File: src/rtl/dmaPkg.sv
// shared widths and enums for the DMA bus master
`default_nettype none

package dmaPkg;

    parameter int ADDR_W  = 32;
    parameter int DATA_W  = 32;
    parameter int COUNT_W = 16;    // transfer length in longwords

    typedef enum logic [3:0] {
        IDLE,
        REQ,
        GRANTED,
        LONG_CYC,
        LONG_REL,
        WORD_CYC,
        WORD_REL,
        STEP,
        FINISH
    } busState_e;

    typedef enum logic {
        DIR_READ,                  // memory to fifo
        DIR_WRITE                  // fifo to memory
    } dmaDir_e;

    typedef enum logic [1:0] {
        PORT_NONE,
        PORT_16,
        PORT_32,
        PORT_BAD
    } portSize_e;

    typedef enum logic {
        LANE_LONG,
        LANE_LOWWORD
    } lane_e;

endpackage

`default_nettype wire

File: src/rtl/dmaIf.sv
// termIf and laneIf interfaces between the controller and its helpers
`timescale 1ns/1ps
`default_nettype none

interface termIf import dmaPkg::*; ();
    logic      strobe;         // as/ds from the controller
    logic      ackSeen;        // first non-zero dsack under strobe
    portSize_e portSize;
    logic      ackIdle;        // dsack back to zero

    modport ctrl (output strobe, input ackSeen, portSize, ackIdle);
    modport term (input strobe, output ackSeen, portSize, ackIdle);
endinterface

interface laneIf import dmaPkg::*; ();
    lane_e             lane;
    logic              capture;    // sample the bus on this ack
    logic              pushLong;   // capture completes a longword
    logic              loadLong;   // take the fifo head for writing
    logic [DATA_W-1:0] asmData;    // assembled read longword

    modport ctrl (output lane, capture, pushLong, loadLong);
    modport steer (input lane, capture, pushLong, loadLong, output asmData);
endinterface

`default_nettype wire

File: src/rtl/addrGen.sv
// bus address counter and remaining longword count
`timescale 1ns/1ps
`default_nettype none

module addrGen import dmaPkg::*; #(
    parameter int ADDR_W  = dmaPkg::ADDR_W,
    parameter int COUNT_W = dmaPkg::COUNT_W
) (
    input  logic               CLK135,
    input  logic               CCRESET_,
    input  logic               load,
    input  logic               stepWord,
    input  logic               stepLong,
    input  logic [ADDR_W-1:0]  startAddr,
    input  logic [COUNT_W-1:0] length,
    output logic [ADDR_W-1:0]  busAddr,
    output logic               lastLong
);

    logic [COUNT_W-1:0] remain;

    always_ff @(posedge CLK135 or negedge CCRESET_) begin
        if (!CCRESET_) begin
            busAddr <= '0;
            remain  <= '0;
        end else if (load) begin
            busAddr <= startAddr;
            remain  <= length;
        end else begin
            if (stepWord) begin
                busAddr <= busAddr + ADDR_W'(2);
            end else if (stepLong) begin
                busAddr <= {busAddr[ADDR_W-1:2] + 1'b1, 2'b00};  // next longword
            end
            if (stepLong) begin
                remain <= remain - 1'b1;
            end
        end
    end

    assign lastLong = (remain == COUNT_W'(1));

endmodule

`default_nettype wire

File: src/rtl/cpuBusCtrl.sv
// bus master FSM for arbitration, long and word cycles, fifo stepping and flush
`timescale 1ns/1ps
`default_nettype none

module cpuBusCtrl import dmaPkg::*; (
    input  logic    CLK135,
    input  logic    CCRESET_,
    input  logic    start,
    input  logic    dmaEna,
    input  logic    busGrant,
    input  logic    flush,
    input  logic    lastLong,
    input  logic    fifoEmpty,
    input  logic    fifoFull,
    input  dmaDir_e dir,
    termIf.ctrl     term,
    laneIf.ctrl     lanes,
    output logic    busReq,
    output logic    busGrantAck,
    output logic    addrStrobe,
    output logic    dataStrobe,
    output logic    rw,
    output logic    sizeWord,
    output logic    addrLoad,
    output logic    stepWord,
    output logic    stepLong,
    output logic    fifoPush,
    output logic    fifoPop,
    output logic    done,
    output logic    stopFlush
);

    busState_e state;
    logic      wordPending;   // long cycle answered as 16-bit
    logic      writeMode;
    logic      canStart;
    logic      flushEnd;
    logic      ackIn;
    logic      longDone;

    assign writeMode = (dir == DIR_WRITE);
    assign canStart  = writeMode ? !fifoEmpty : !fifoFull;     // back-pressure
    assign flushEnd  = writeMode && fifoEmpty && flush;
    assign ackIn     = term.ackSeen && (state == LONG_CYC || state == WORD_CYC);
    assign longDone  = term.ackIdle &&
                       ((state == LONG_REL && !wordPending) || state == WORD_REL);

    assign term.strobe    = addrStrobe;
    assign lanes.loadLong = (state == GRANTED) && writeMode && canStart;
    assign lanes.capture  = ackIn && !writeMode;
    assign lanes.pushLong = lanes.capture &&
                            (state == WORD_CYC || term.portSize == PORT_32);

    always_ff @(posedge CLK135 or negedge CCRESET_) begin
        if (!CCRESET_) begin
            state       <= IDLE;
            wordPending <= 1'b0;
            busReq      <= 1'b0;
            busGrantAck <= 1'b0;
            addrStrobe  <= 1'b0;
            dataStrobe  <= 1'b0;
            rw          <= 1'b0;
            sizeWord    <= 1'b0;
            addrLoad    <= 1'b0;
            stepWord    <= 1'b0;
            stepLong    <= 1'b0;
            fifoPush    <= 1'b0;
            fifoPop     <= 1'b0;
            done        <= 1'b0;
            stopFlush   <= 1'b0;
            lanes.lane  <= LANE_LONG;
        end else begin
            addrLoad  <= 1'b0;
            stepWord  <= 1'b0;
            stopFlush <= 1'b0;
            fifoPush  <= longDone && !writeMode;    // end of a longword
            fifoPop   <= longDone && writeMode;
            stepLong  <= longDone;
            case (state)
                IDLE: begin
                    if (dmaEna && start) begin
                        addrLoad <= 1'b1;
                        busReq   <= 1'b1;
                        state    <= REQ;
                    end
                end
                REQ: begin
                    if (busGrant) begin
                        busGrantAck <= 1'b1;
                        state       <= GRANTED;
                    end
                end
                GRANTED: begin
                    if (flushEnd) begin
                        stopFlush <= 1'b1;
                        done      <= 1'b1;
                        state     <= FINISH;
                    end else if (canStart) begin
                        addrStrobe <= 1'b1;
                        dataStrobe <= 1'b1;
                        rw         <= writeMode;
                        lanes.lane <= LANE_LONG;
                        state      <= LONG_CYC;
                    end
                end
                LONG_CYC: begin
                    if (term.ackSeen) begin
                        addrStrobe  <= 1'b0;
                        dataStrobe  <= 1'b0;
                        wordPending <= (term.portSize == PORT_16);
                        stepWord    <= (term.portSize == PORT_16);   // on to addr+2
                        state       <= LONG_REL;
                    end
                end
                LONG_REL: begin
                    if (term.ackIdle) begin
                        if (wordPending) begin
                            addrStrobe <= 1'b1;
                            dataStrobe <= 1'b1;
                            sizeWord   <= 1'b1;
                            lanes.lane <= LANE_LOWWORD;
                            state      <= WORD_CYC;
                        end else begin
                            state <= STEP;
                        end
                    end
                end
                WORD_CYC: begin
                    if (term.ackSeen) begin
                        addrStrobe <= 1'b0;
                        dataStrobe <= 1'b0;
                        sizeWord   <= 1'b0;
                        state      <= WORD_REL;
                    end
                end
                WORD_REL: begin
                    if (term.ackIdle) begin
                        state <= STEP;
                    end
                end
                STEP: begin
                    // remaining count still holds the finished longword here
                    if (lastLong) begin
                        done  <= 1'b1;
                        state <= FINISH;
                    end else begin
                        state <= GRANTED;
                    end
                end
                FINISH: begin
                    if (!start) begin
                        done        <= 1'b0;
                        busReq      <= 1'b0;
                        busGrantAck <= 1'b0;
                        rw          <= 1'b0;
                        state       <= IDLE;
                    end
                end
                default: state <= IDLE;
            endcase
        end
    end

    // a new strobe waits until the slave has released dsack
    assert property (@(posedge CLK135) disable iff (!CCRESET_)
        $rose(addrStrobe) |-> $past(term.ackIdle));

endmodule

`default_nettype wire

File: src/rtl/cycleTerm.sv
// dsack latch, port size decode and four-phase ack tracking
`timescale 1ns/1ps
`default_nettype none

module cycleTerm import dmaPkg::*; (
    input logic       CLK135,
    input logic       CCRESET_,
    input logic [1:0] dsack,       // already synchronized
    termIf.term       term
);

    logic [1:0] dsackLat;

    // hold the first code seen under strobe, clear once strobe drops
    always_ff @(posedge CLK135 or negedge CCRESET_) begin
        if (!CCRESET_) begin
            dsackLat <= 2'b00;
        end else if (term.strobe) begin
            if (dsackLat == 2'b00) begin
                dsackLat <= dsack;
            end
        end else begin
            dsackLat <= 2'b00;
        end
    end

    always_comb begin
        case (dsackLat)
            2'b11:   term.portSize = PORT_32;
            2'b10:   term.portSize = PORT_16;
            2'b00:   term.portSize = PORT_NONE;
            default: term.portSize = PORT_BAD;    // 8-bit port, unsupported
        endcase
    end

    assign term.ackSeen = term.strobe && (dsackLat != 2'b00);
    assign term.ackIdle = (dsack == 2'b00);

    // slave may only answer a strobe the controller is holding
    assert property (@(posedge CLK135) disable iff (!CCRESET_)
        $rose(|dsack) |-> term.strobe);

    assert property (@(posedge CLK135) disable iff (!CCRESET_)
        term.ackSeen |-> term.portSize != PORT_BAD);

endmodule

`default_nettype wire

File: src/rtl/dmaCpuSide.sv
// top level of the DMA CPU-side bus master
`timescale 1ns/1ps
`default_nettype none

module dmaCpuSide import dmaPkg::*; #(
    parameter int ADDR_W      = dmaPkg::ADDR_W,
    parameter int COUNT_W     = dmaPkg::COUNT_W,
    parameter int FIFO_DEPTH  = 8,
    parameter int SYNC_STAGES = 2
) (
    input  logic               CLK135,
    input  logic               CCRESET_,
    input  logic               start,
    input  logic               dmaEna,
    input  logic               dir,          // 1 writes fifo to memory
    input  logic               flush,
    input  logic               busGrant,
    input  logic [1:0]         dsack,
    input  logic [ADDR_W-1:0]  startAddr,
    input  logic [COUNT_W-1:0] length,
    input  logic [DATA_W-1:0]  busDataIn,
    input  logic               periphPush,
    input  logic               periphPop,
    input  logic [DATA_W-1:0]  periphData,
    output logic               busReq,
    output logic               busGrantAck,
    output logic               addrStrobe,
    output logic               dataStrobe,
    output logic               rw,
    output logic               sizeWord,
    output logic [ADDR_W-1:0]  busAddr,
    output logic [DATA_W-1:0]  busDataOut,
    output logic [DATA_W-1:0]  periphDataOut,
    output logic               fifoEmpty,
    output logic               fifoFull,
    output logic               done,
    output logic               stopFlush
);

    logic [5:0]        syncBus;
    logic              startSync;
    logic              dmaEnaSync;
    logic              grantSync;
    logic              flushSync;
    logic [1:0]        dsackSync;
    dmaDir_e           dirSel;
    logic              addrLoad;
    logic              stepWord;
    logic              stepLong;
    logic              lastLong;
    logic              busPush;
    logic              busPop;
    logic              fifoPushSel;
    logic              fifoPopSel;
    logic [DATA_W-1:0] fifoPushData;

    termIf termBus ();
    laneIf laneBus ();

    inputSync #(.SYNC_STAGES(SYNC_STAGES), .WIDTH(6)) uSync (
        .CLK135   (CLK135),
        .CCRESET_ (CCRESET_),
        .asyncIn  ({start, dmaEna, busGrant, flush, dsack}),
        .syncOut  (syncBus)
    );

    assign {startSync, dmaEnaSync, grantSync, flushSync, dsackSync} = syncBus;
    assign dirSel = dir ? DIR_WRITE : DIR_READ;

    cycleTerm uTerm (
        .CLK135   (CLK135),
        .CCRESET_ (CCRESET_),
        .dsack    (dsackSync),
        .term     (termBus)
    );

    wordSteer uSteer (
        .CLK135     (CLK135),
        .CCRESET_   (CCRESET_),
        .fifoData   (periphDataOut),
        .busDataIn  (busDataIn),
        .busDataOut (busDataOut),
        .lanes      (laneBus)
    );

    addrGen #(.ADDR_W(ADDR_W), .COUNT_W(COUNT_W)) uAddr (
        .CLK135    (CLK135),
        .CCRESET_  (CCRESET_),
        .load      (addrLoad),
        .stepWord  (stepWord),
        .stepLong  (stepLong),
        .startAddr (startAddr),
        .length    (length),
        .busAddr   (busAddr),
        .lastLong  (lastLong)
    );

    // bus side fills on reads, peripheral side fills on writes
    assign fifoPushSel  = (dirSel == DIR_WRITE) ? periphPush : busPush;
    assign fifoPopSel   = (dirSel == DIR_WRITE) ? busPop : periphPop;
    assign fifoPushData = (dirSel == DIR_WRITE) ? periphData : laneBus.asmData;

    dmaFifo #(.FIFO_DEPTH(FIFO_DEPTH)) uFifo (
        .CLK135   (CLK135),
        .CCRESET_ (CCRESET_),
        .push     (fifoPushSel),
        .pop      (fifoPopSel),
        .pushData (fifoPushData),
        .popData  (periphDataOut),
        .empty    (fifoEmpty),
        .full     (fifoFull)
    );

    cpuBusCtrl uCtrl (
        .CLK135      (CLK135),
        .CCRESET_    (CCRESET_),
        .start       (startSync),
        .dmaEna      (dmaEnaSync),
        .busGrant    (grantSync),
        .flush       (flushSync),
        .lastLong    (lastLong),
        .fifoEmpty   (fifoEmpty),
        .fifoFull    (fifoFull),
        .dir         (dirSel),
        .term        (termBus),
        .lanes       (laneBus),
        .busReq      (busReq),
        .busGrantAck (busGrantAck),
        .addrStrobe  (addrStrobe),
        .dataStrobe  (dataStrobe),
        .rw          (rw),
        .sizeWord    (sizeWord),
        .addrLoad    (addrLoad),
        .stepWord    (stepWord),
        .stepLong    (stepLong),
        .fifoPush    (busPush),
        .fifoPop     (busPop),
        .done        (done),
        .stopFlush   (stopFlush)
    );

endmodule

`default_nettype wire

File: src/rtl/dmaFifo.sv
// longword FIFO, first word falls through
`timescale 1ns/1ps
`default_nettype none

module dmaFifo import dmaPkg::*; #(
    parameter int FIFO_DEPTH = 8
) (
    input  logic              CLK135,
    input  logic              CCRESET_,
    input  logic              push,
    input  logic              pop,
    input  logic [DATA_W-1:0] pushData,
    output logic [DATA_W-1:0] popData,
    output logic              empty,
    output logic              full
);

    localparam int PTR_W = $clog2(FIFO_DEPTH);

    logic [DATA_W-1:0] mem [FIFO_DEPTH];
    logic [PTR_W:0]    wrPtr;    // extra bit tells full from empty
    logic [PTR_W:0]    rdPtr;

    always_ff @(posedge CLK135) begin
        if (push) begin
            mem[wrPtr[PTR_W-1:0]] <= pushData;
        end
    end

    always_ff @(posedge CLK135 or negedge CCRESET_) begin
        if (!CCRESET_) begin
            wrPtr <= '0;
            rdPtr <= '0;
        end else begin
            if (push) begin
                wrPtr <= wrPtr + 1'b1;
            end
            if (pop) begin
                rdPtr <= rdPtr + 1'b1;
            end
        end
    end

    assign popData = mem[rdPtr[PTR_W-1:0]];
    assign empty   = (wrPtr == rdPtr);
    assign full    = (wrPtr[PTR_W] != rdPtr[PTR_W]) &&
                     (wrPtr[PTR_W-1:0] == rdPtr[PTR_W-1:0]);

    // both sides must respect the flags
    assert property (@(posedge CLK135) disable iff (!CCRESET_) push |-> !full);
    assert property (@(posedge CLK135) disable iff (!CCRESET_) pop |-> !empty);

endmodule

`default_nettype wire

File: src/rtl/inputSync.sv
// multi-stage synchronizer for the asynchronous control inputs
`timescale 1ns/1ps
`default_nettype none

module inputSync #(
    parameter int SYNC_STAGES = 2,
    parameter int WIDTH       = 1
) (
    input  logic             CLK135,
    input  logic             CCRESET_,
    input  logic [WIDTH-1:0] asyncIn,
    output logic [WIDTH-1:0] syncOut
);

    logic [WIDTH-1:0] chain [SYNC_STAGES];

    always_ff @(posedge CLK135 or negedge CCRESET_) begin
        if (!CCRESET_) begin
            for (int i = 0; i < SYNC_STAGES; i++) begin
                chain[i] <= '0;
            end
        end else begin
            chain[0] <= asyncIn;
            for (int i = 1; i < SYNC_STAGES; i++) begin
                chain[i] <= chain[i-1];
            end
        end
    end

    assign syncOut = chain[SYNC_STAGES-1];

endmodule

`default_nettype wire

File: src/rtl/wordSteer.sv
// write lane steering and read word assembly
`timescale 1ns/1ps
`default_nettype none

module wordSteer import dmaPkg::*; (
    input  logic              CLK135,
    input  logic              CCRESET_,
    input  logic [DATA_W-1:0] fifoData,
    input  logic [DATA_W-1:0] busDataIn,
    output logic [DATA_W-1:0] busDataOut,
    laneIf.steer              lanes
);

    localparam int HALF = DATA_W / 2;

    logic [DATA_W-1:0] outLong;    // longword being written
    logic [HALF-1:0]   hiWord;     // upper half from a 16-bit port
    logic              hiValid;

    always_ff @(posedge CLK135) begin
        if (lanes.loadLong) begin
            outLong <= fifoData;
        end
    end

    // a 16-bit port only listens on d31..d16
    assign busDataOut = (lanes.lane == LANE_LOWWORD) ?
                        {outLong[HALF-1:0], outLong[HALF-1:0]} : outLong;

    always_ff @(posedge CLK135) begin
        if (lanes.capture) begin
            if (!lanes.pushLong) begin
                hiWord <= busDataIn[DATA_W-1:HALF];
            end else if (lanes.lane == LANE_LONG) begin
                lanes.asmData <= busDataIn;
            end else begin
                lanes.asmData <= {hiWord, busDataIn[DATA_W-1:HALF]};
            end
        end
    end

    always_ff @(posedge CLK135 or negedge CCRESET_) begin
        if (!CCRESET_) begin
            hiValid <= 1'b0;
        end else if (lanes.capture) begin
            hiValid <= !lanes.pushLong;
        end
    end

    // low word cycle must follow a captured high word
    assert property (@(posedge CLK135) disable iff (!CCRESET_)
        (lanes.capture && lanes.pushLong && lanes.lane == LANE_LOWWORD) |-> hiValid);

endmodule

`default_nettype wire

File: config.mk
export PLATFORM = sky130hd
export DESIGN_NAME = dmaCpuSide
export DESIGN_NICKNAME = d
export VERILOG_FILES = /design/src/rtl/dmaPkg.sv /design/src/rtl/dmaIf.sv /design/src/rtl/addrGen.sv /design/src/rtl/cpuBusCtrl.sv /design/src/rtl/cycleTerm.sv /design/src/rtl/dmaCpuSide.sv /design/src/rtl/dmaFifo.sv /design/src/rtl/inputSync.sv /design/src/rtl/wordSteer.sv
export SDC_FILE = /design/constraint.sdc
export NUM_CORES = 1
export LEC_CHECK = 0
export CORE_UTILIZATION = 40
export CTS_CLUSTER_DIAMETER = 40
export DETAILED_ROUTE_END_ITERATION = 8
export DONT_BUFFER_PORTS = 1
export PLACE_DENSITY_LB_ADDON = 0.05
export SYNTH_ARGS = -nofsm -noshare
export SYNTH_HDL_FRONTEND = slang
export SYNTH_SLANG_ARGS = --single-unit
export TNS_END_PERCENT = 30
File: constraint.sdc
create_clock -name CLK135 -period 4 [get_ports CLK135]
set_input_delay 0.6 -clock CLK135 [delete_from_list [all_inputs] [get_ports CLK135]]
set_output_delay 0.6 -clock CLK135 [all_outputs]
set_load 0.01 [all_outputs]
==> reports/metrics.csv <==
stage;metric;value;unit
synthesis;Area contributors post-synth;edfxtp_1 58%, dfrtp_1 13%, mux4_2 8.2%;
final_layout;diodes inserted;0;
synthesis;Post-synth top flop;edfxtp_1;
setup_path;CP Class;flop to output port;
final_layout;filler cell count;3718;
final_layout;NumNets Final;1187;
synthesis;compound-cell area share of the yosys netlist;2.764;%
placed_design;Cells after DPL;1568;
clock_tree;root buf cell;clkbuf_16;
placed_design;HPWL after detailed placement;24200;um
global_route;largest net degree at the start of global routing;89;
synthesis;multiplexer area fraction after synthesis;16.12;%
routing;post-DR wirelength/cell;23.47;um
synthesis;Post-Synth Adder-Cell Area;0.4286;%
synthesis;Synth cell types;50;
sta;slew margin rel.;48.27;%
synthesis;Post-Synth Simple-Gate Area;5.558;%
synthesis;EDFF count, synth;336;
synthesis;share of the synthesized area in the top cell type;57.60;%
global_route;global-route wire length before repair;60070;um
floorplanning;row count;76;
sta;Final Hold Vio Count;0;
floorplanning;Starting Density;40.57;%
floorplanning;Core ar.;0.04317;mm2
routing;DR pass1 iterations;4;
floorplanning;die footprint;0.04463;mm2
routing;via count;8908;
routing;WL final;39840;um
sta;worst slew pin tran;0.7717;ns
synthesis;fraction of registers with async set/reset;20.75;%
power_and_ir_drop;pwr dens;757.7;mW/mm2
setup_path;crit path DAT;2.70;ns
clock_tree;H-Tree Depth;3;
sta;Setup-failing EPs final;0;
final_layout;final design utilization;47.70;%
final_layout;non-filler instance count after layout;1698;
synthesis;Post-Syn Nets;1161;
placed_design;Final Wtd Congestion;0.7702;
clock_tree;Worst-path clk slew;0.05;ns
setup_path;Critical Path RT;3.40;ns
synthesis;cell taking the most area after synthesis;edfxtp_1;
sta;setup TNS;0;ns
floorplanning;die width;211.3;um
power_and_ir_drop;leakage dissipation;6.840;nW
synthesis;post-synthesis sequential area ratio;70.18;%
clock_tree;clk buf depth;3;
synthesis;Post-synth top cells;336 x edfxtp_1, 120 x mux2_2, 88 x dfrtp_1;
setup_path;reg2reg setup slack;1.55;ns
routing;DRC viols;0;
synthesis;most common cell in the synthesized netlist;edfxtp_1;
routing;Antenna Violating Nets Remaining;0;
final_layout;Area growth, synth to finish;17.58;%
clock_tree;Inserted Clock Buffers;71;
clock_tree;Post-CTS Resized;0;
global_route;initial antenna violation count;9;
setup_path;CP Max Fanout;28;
floorplanning;I/O pin cnt;229;
floorplanning;die height;211.3;um
clock_tree;worst-skew pair later-pin latency;0.58;ns
synthesis;synthesized cell area;0.01752;mm2
final_layout;layout cells sized above 1;30.73;%
run_status;outcome;completed;
min_path;worst hold path class;primary input to flop;
setup_path;CP Capture Type;output port;
global_route;total track usage;18.34;%
placed_design;IO Port Bufs;0;
power_and_ir_drop;Peak VDD IR;0.0003698;V
global_route;number of global-route vias before repair;9619;
sta;final period utilization;82.45;%
setup_path;CP Launch Type;flop;
synthesis;register bit count reported by yosys;424;
synthesis;Mean Syn Cell Area;16.97;um2
synthesis;Synth Instances;1032;
flow_run;Max-Cap Viols;0;
synthesis;main combinational cell family by area after synthesis;multiplexers;
routing;Vias/cell;5.246;
synthesis;Syn. warnings;0;
routing;initial DRC count;472;
sta;clock skew;0.01979;ns
synthesis;xor-xnor portion of the synthesized cell area;2.750;%
final_layout;Final Cell Area;0.02059;mm2
sta;fin. max-slew vios;0;
sta;Peak Freq;303.2;MHz
global_route;total congestion overflow;0;
clock_tree;setup repair bufs after CTS;0;
sta;min Tclk post-route;3.298;ns
clock_tree;clk sinks;424;
sta;RSZ-0062 raised after global routing;no;
placed_design;Placement Cell Area;0.01820;mm2
clock_tree;TritonCTS clock tree;done;
-- sequential cells by signal (all words and copies together) (netlist names), 2 cells and up --
name / cells
uAddr.remain: 16
uSteer.hiWord: 16
uSync.syncOut: 6
uFifo.wrPtr: 4
uSteer.lanes.asmData: 32
uAddr.busAddr: 32
uCtrl.state: 4
uSteer.outLong: 32
uTerm.dsackLat: 2
uSync.chain: 6
uFifo.rdPtr: 4
uFifo.mem: 256
-- routing by layer --
| layer | part of all wire [%] | routed length (um) | GRT usage [%] | vias up |
|---|---|---|---|---|
| li1 | - | - | - | 4021 |
| met1 | 43 | 17290 | 24.12 | 4546 |
| met2 | 47 | 18590 | 28.46 | 240 |
| met3 | 7.1 | 2818 | 5.665 | 85 |
| met4 | 2.7 | 1056 | 7.021 | 16 |
| met5 | 0.23 | 92 | 0 | - |
-- where the power goes --
| part | switching [W] | total, W | internal (W) |
|---|---|---|---|
| combinational | 0.00169 | 0.00321 | 0.00152 |
| clock | 0.00213 | 0.00596 | 0.00383 |
| sequential | 0.000847 | 0.00643 | 0.00559 |
-- cell type report --
class / count / area, um2 / area share, %
timing repair buffer: 19 / 215.2 / 1.045
multi-input combinational: 525 / 4916 / 23.87
clock buffer: 86 / 1959 / 9.514
clock inverter: 42 / 402.9 / 1.956
tap: 585 / 732.0 / 3.554
inverter: 17 / 63.81 / 0.3098
sequential: 424 / 12310 / 59.75
-- cells by family after synthesis --
family | count (synthesis)
AOI/OAI and AO/OA | 83
xor gates and xnor gates | 55
adders and majority gates | 6
buffers and inverters | 83
DFF | 424
muxes | 187
and+or+nand+nor | 194
-- path summary, 6_finish.rpt --
| kind | start | to | cells past startpoint |
|---|---|---|---|
| setup / recovery | uFifo.rdPtr[0] | periphDataOut[28] | 3 |
| hold / removal | flush | uSync.chain[8] | 0 |
| setup reg to reg | uCtrl.addrStrobe | uSteer.lanes.asmData[31] | 4 |
| hold reg to reg | uSync.chain[7] | uSync.syncOut[1] | 0 |
| max in group asynchronous | CCRESET_ | uFifo.rdPtr[0] | 2 |
| min in group asynchronous | CCRESET_ | uAddr.busAddr[30] | 2 |
-- cell usage in the layout, fill, tap and decap left out, types with 10 or more instances in the layout --
cell,instances
edfxtp_1,336
buf_4,13
nor2_1,28
mux4_2,64
nand2_1,71
dfrtp_1,83
xnor2_1,46
o21ai_0,48
nor4_1,16
inv_1,17
nor3_1,14
clkbuf_16,76
nand3_1,10
mux2_2,120
clkinv_2,11
-- what timing repair did --
action / 4_1_cts / 5_1_grt
hold endpoints to repair: 88 / 0
endpoints found under the setup margin: 0 / 0
hold buffers: 2 / 0
-- through the flow --
stage / hold slack, ns / power [W] / setup slack, ns
6_report: 0.05487 / 0.01561 / 0.7020
5_1_grt: 0.02481 / 0.01637 / 0.5170
4_1_cts: 0.01919 / 0.01587 / 0.5848
3_5_place_dp: 0.3068 / 0.009802 / 1.209
3_3_place_gp: 0.3069 / 0.009771 / 1.212
2_1_floorplan: 0.3044 / 0.008832 / 0.004185
-- critical path: stages (launching register included) --
cell     delay, ns
dfrtp_4       0.80
buf_4         0.43
mux4_2        0.54
mux2_2        0.34
No activity file was read; power rests on OpenSTA's default activity.
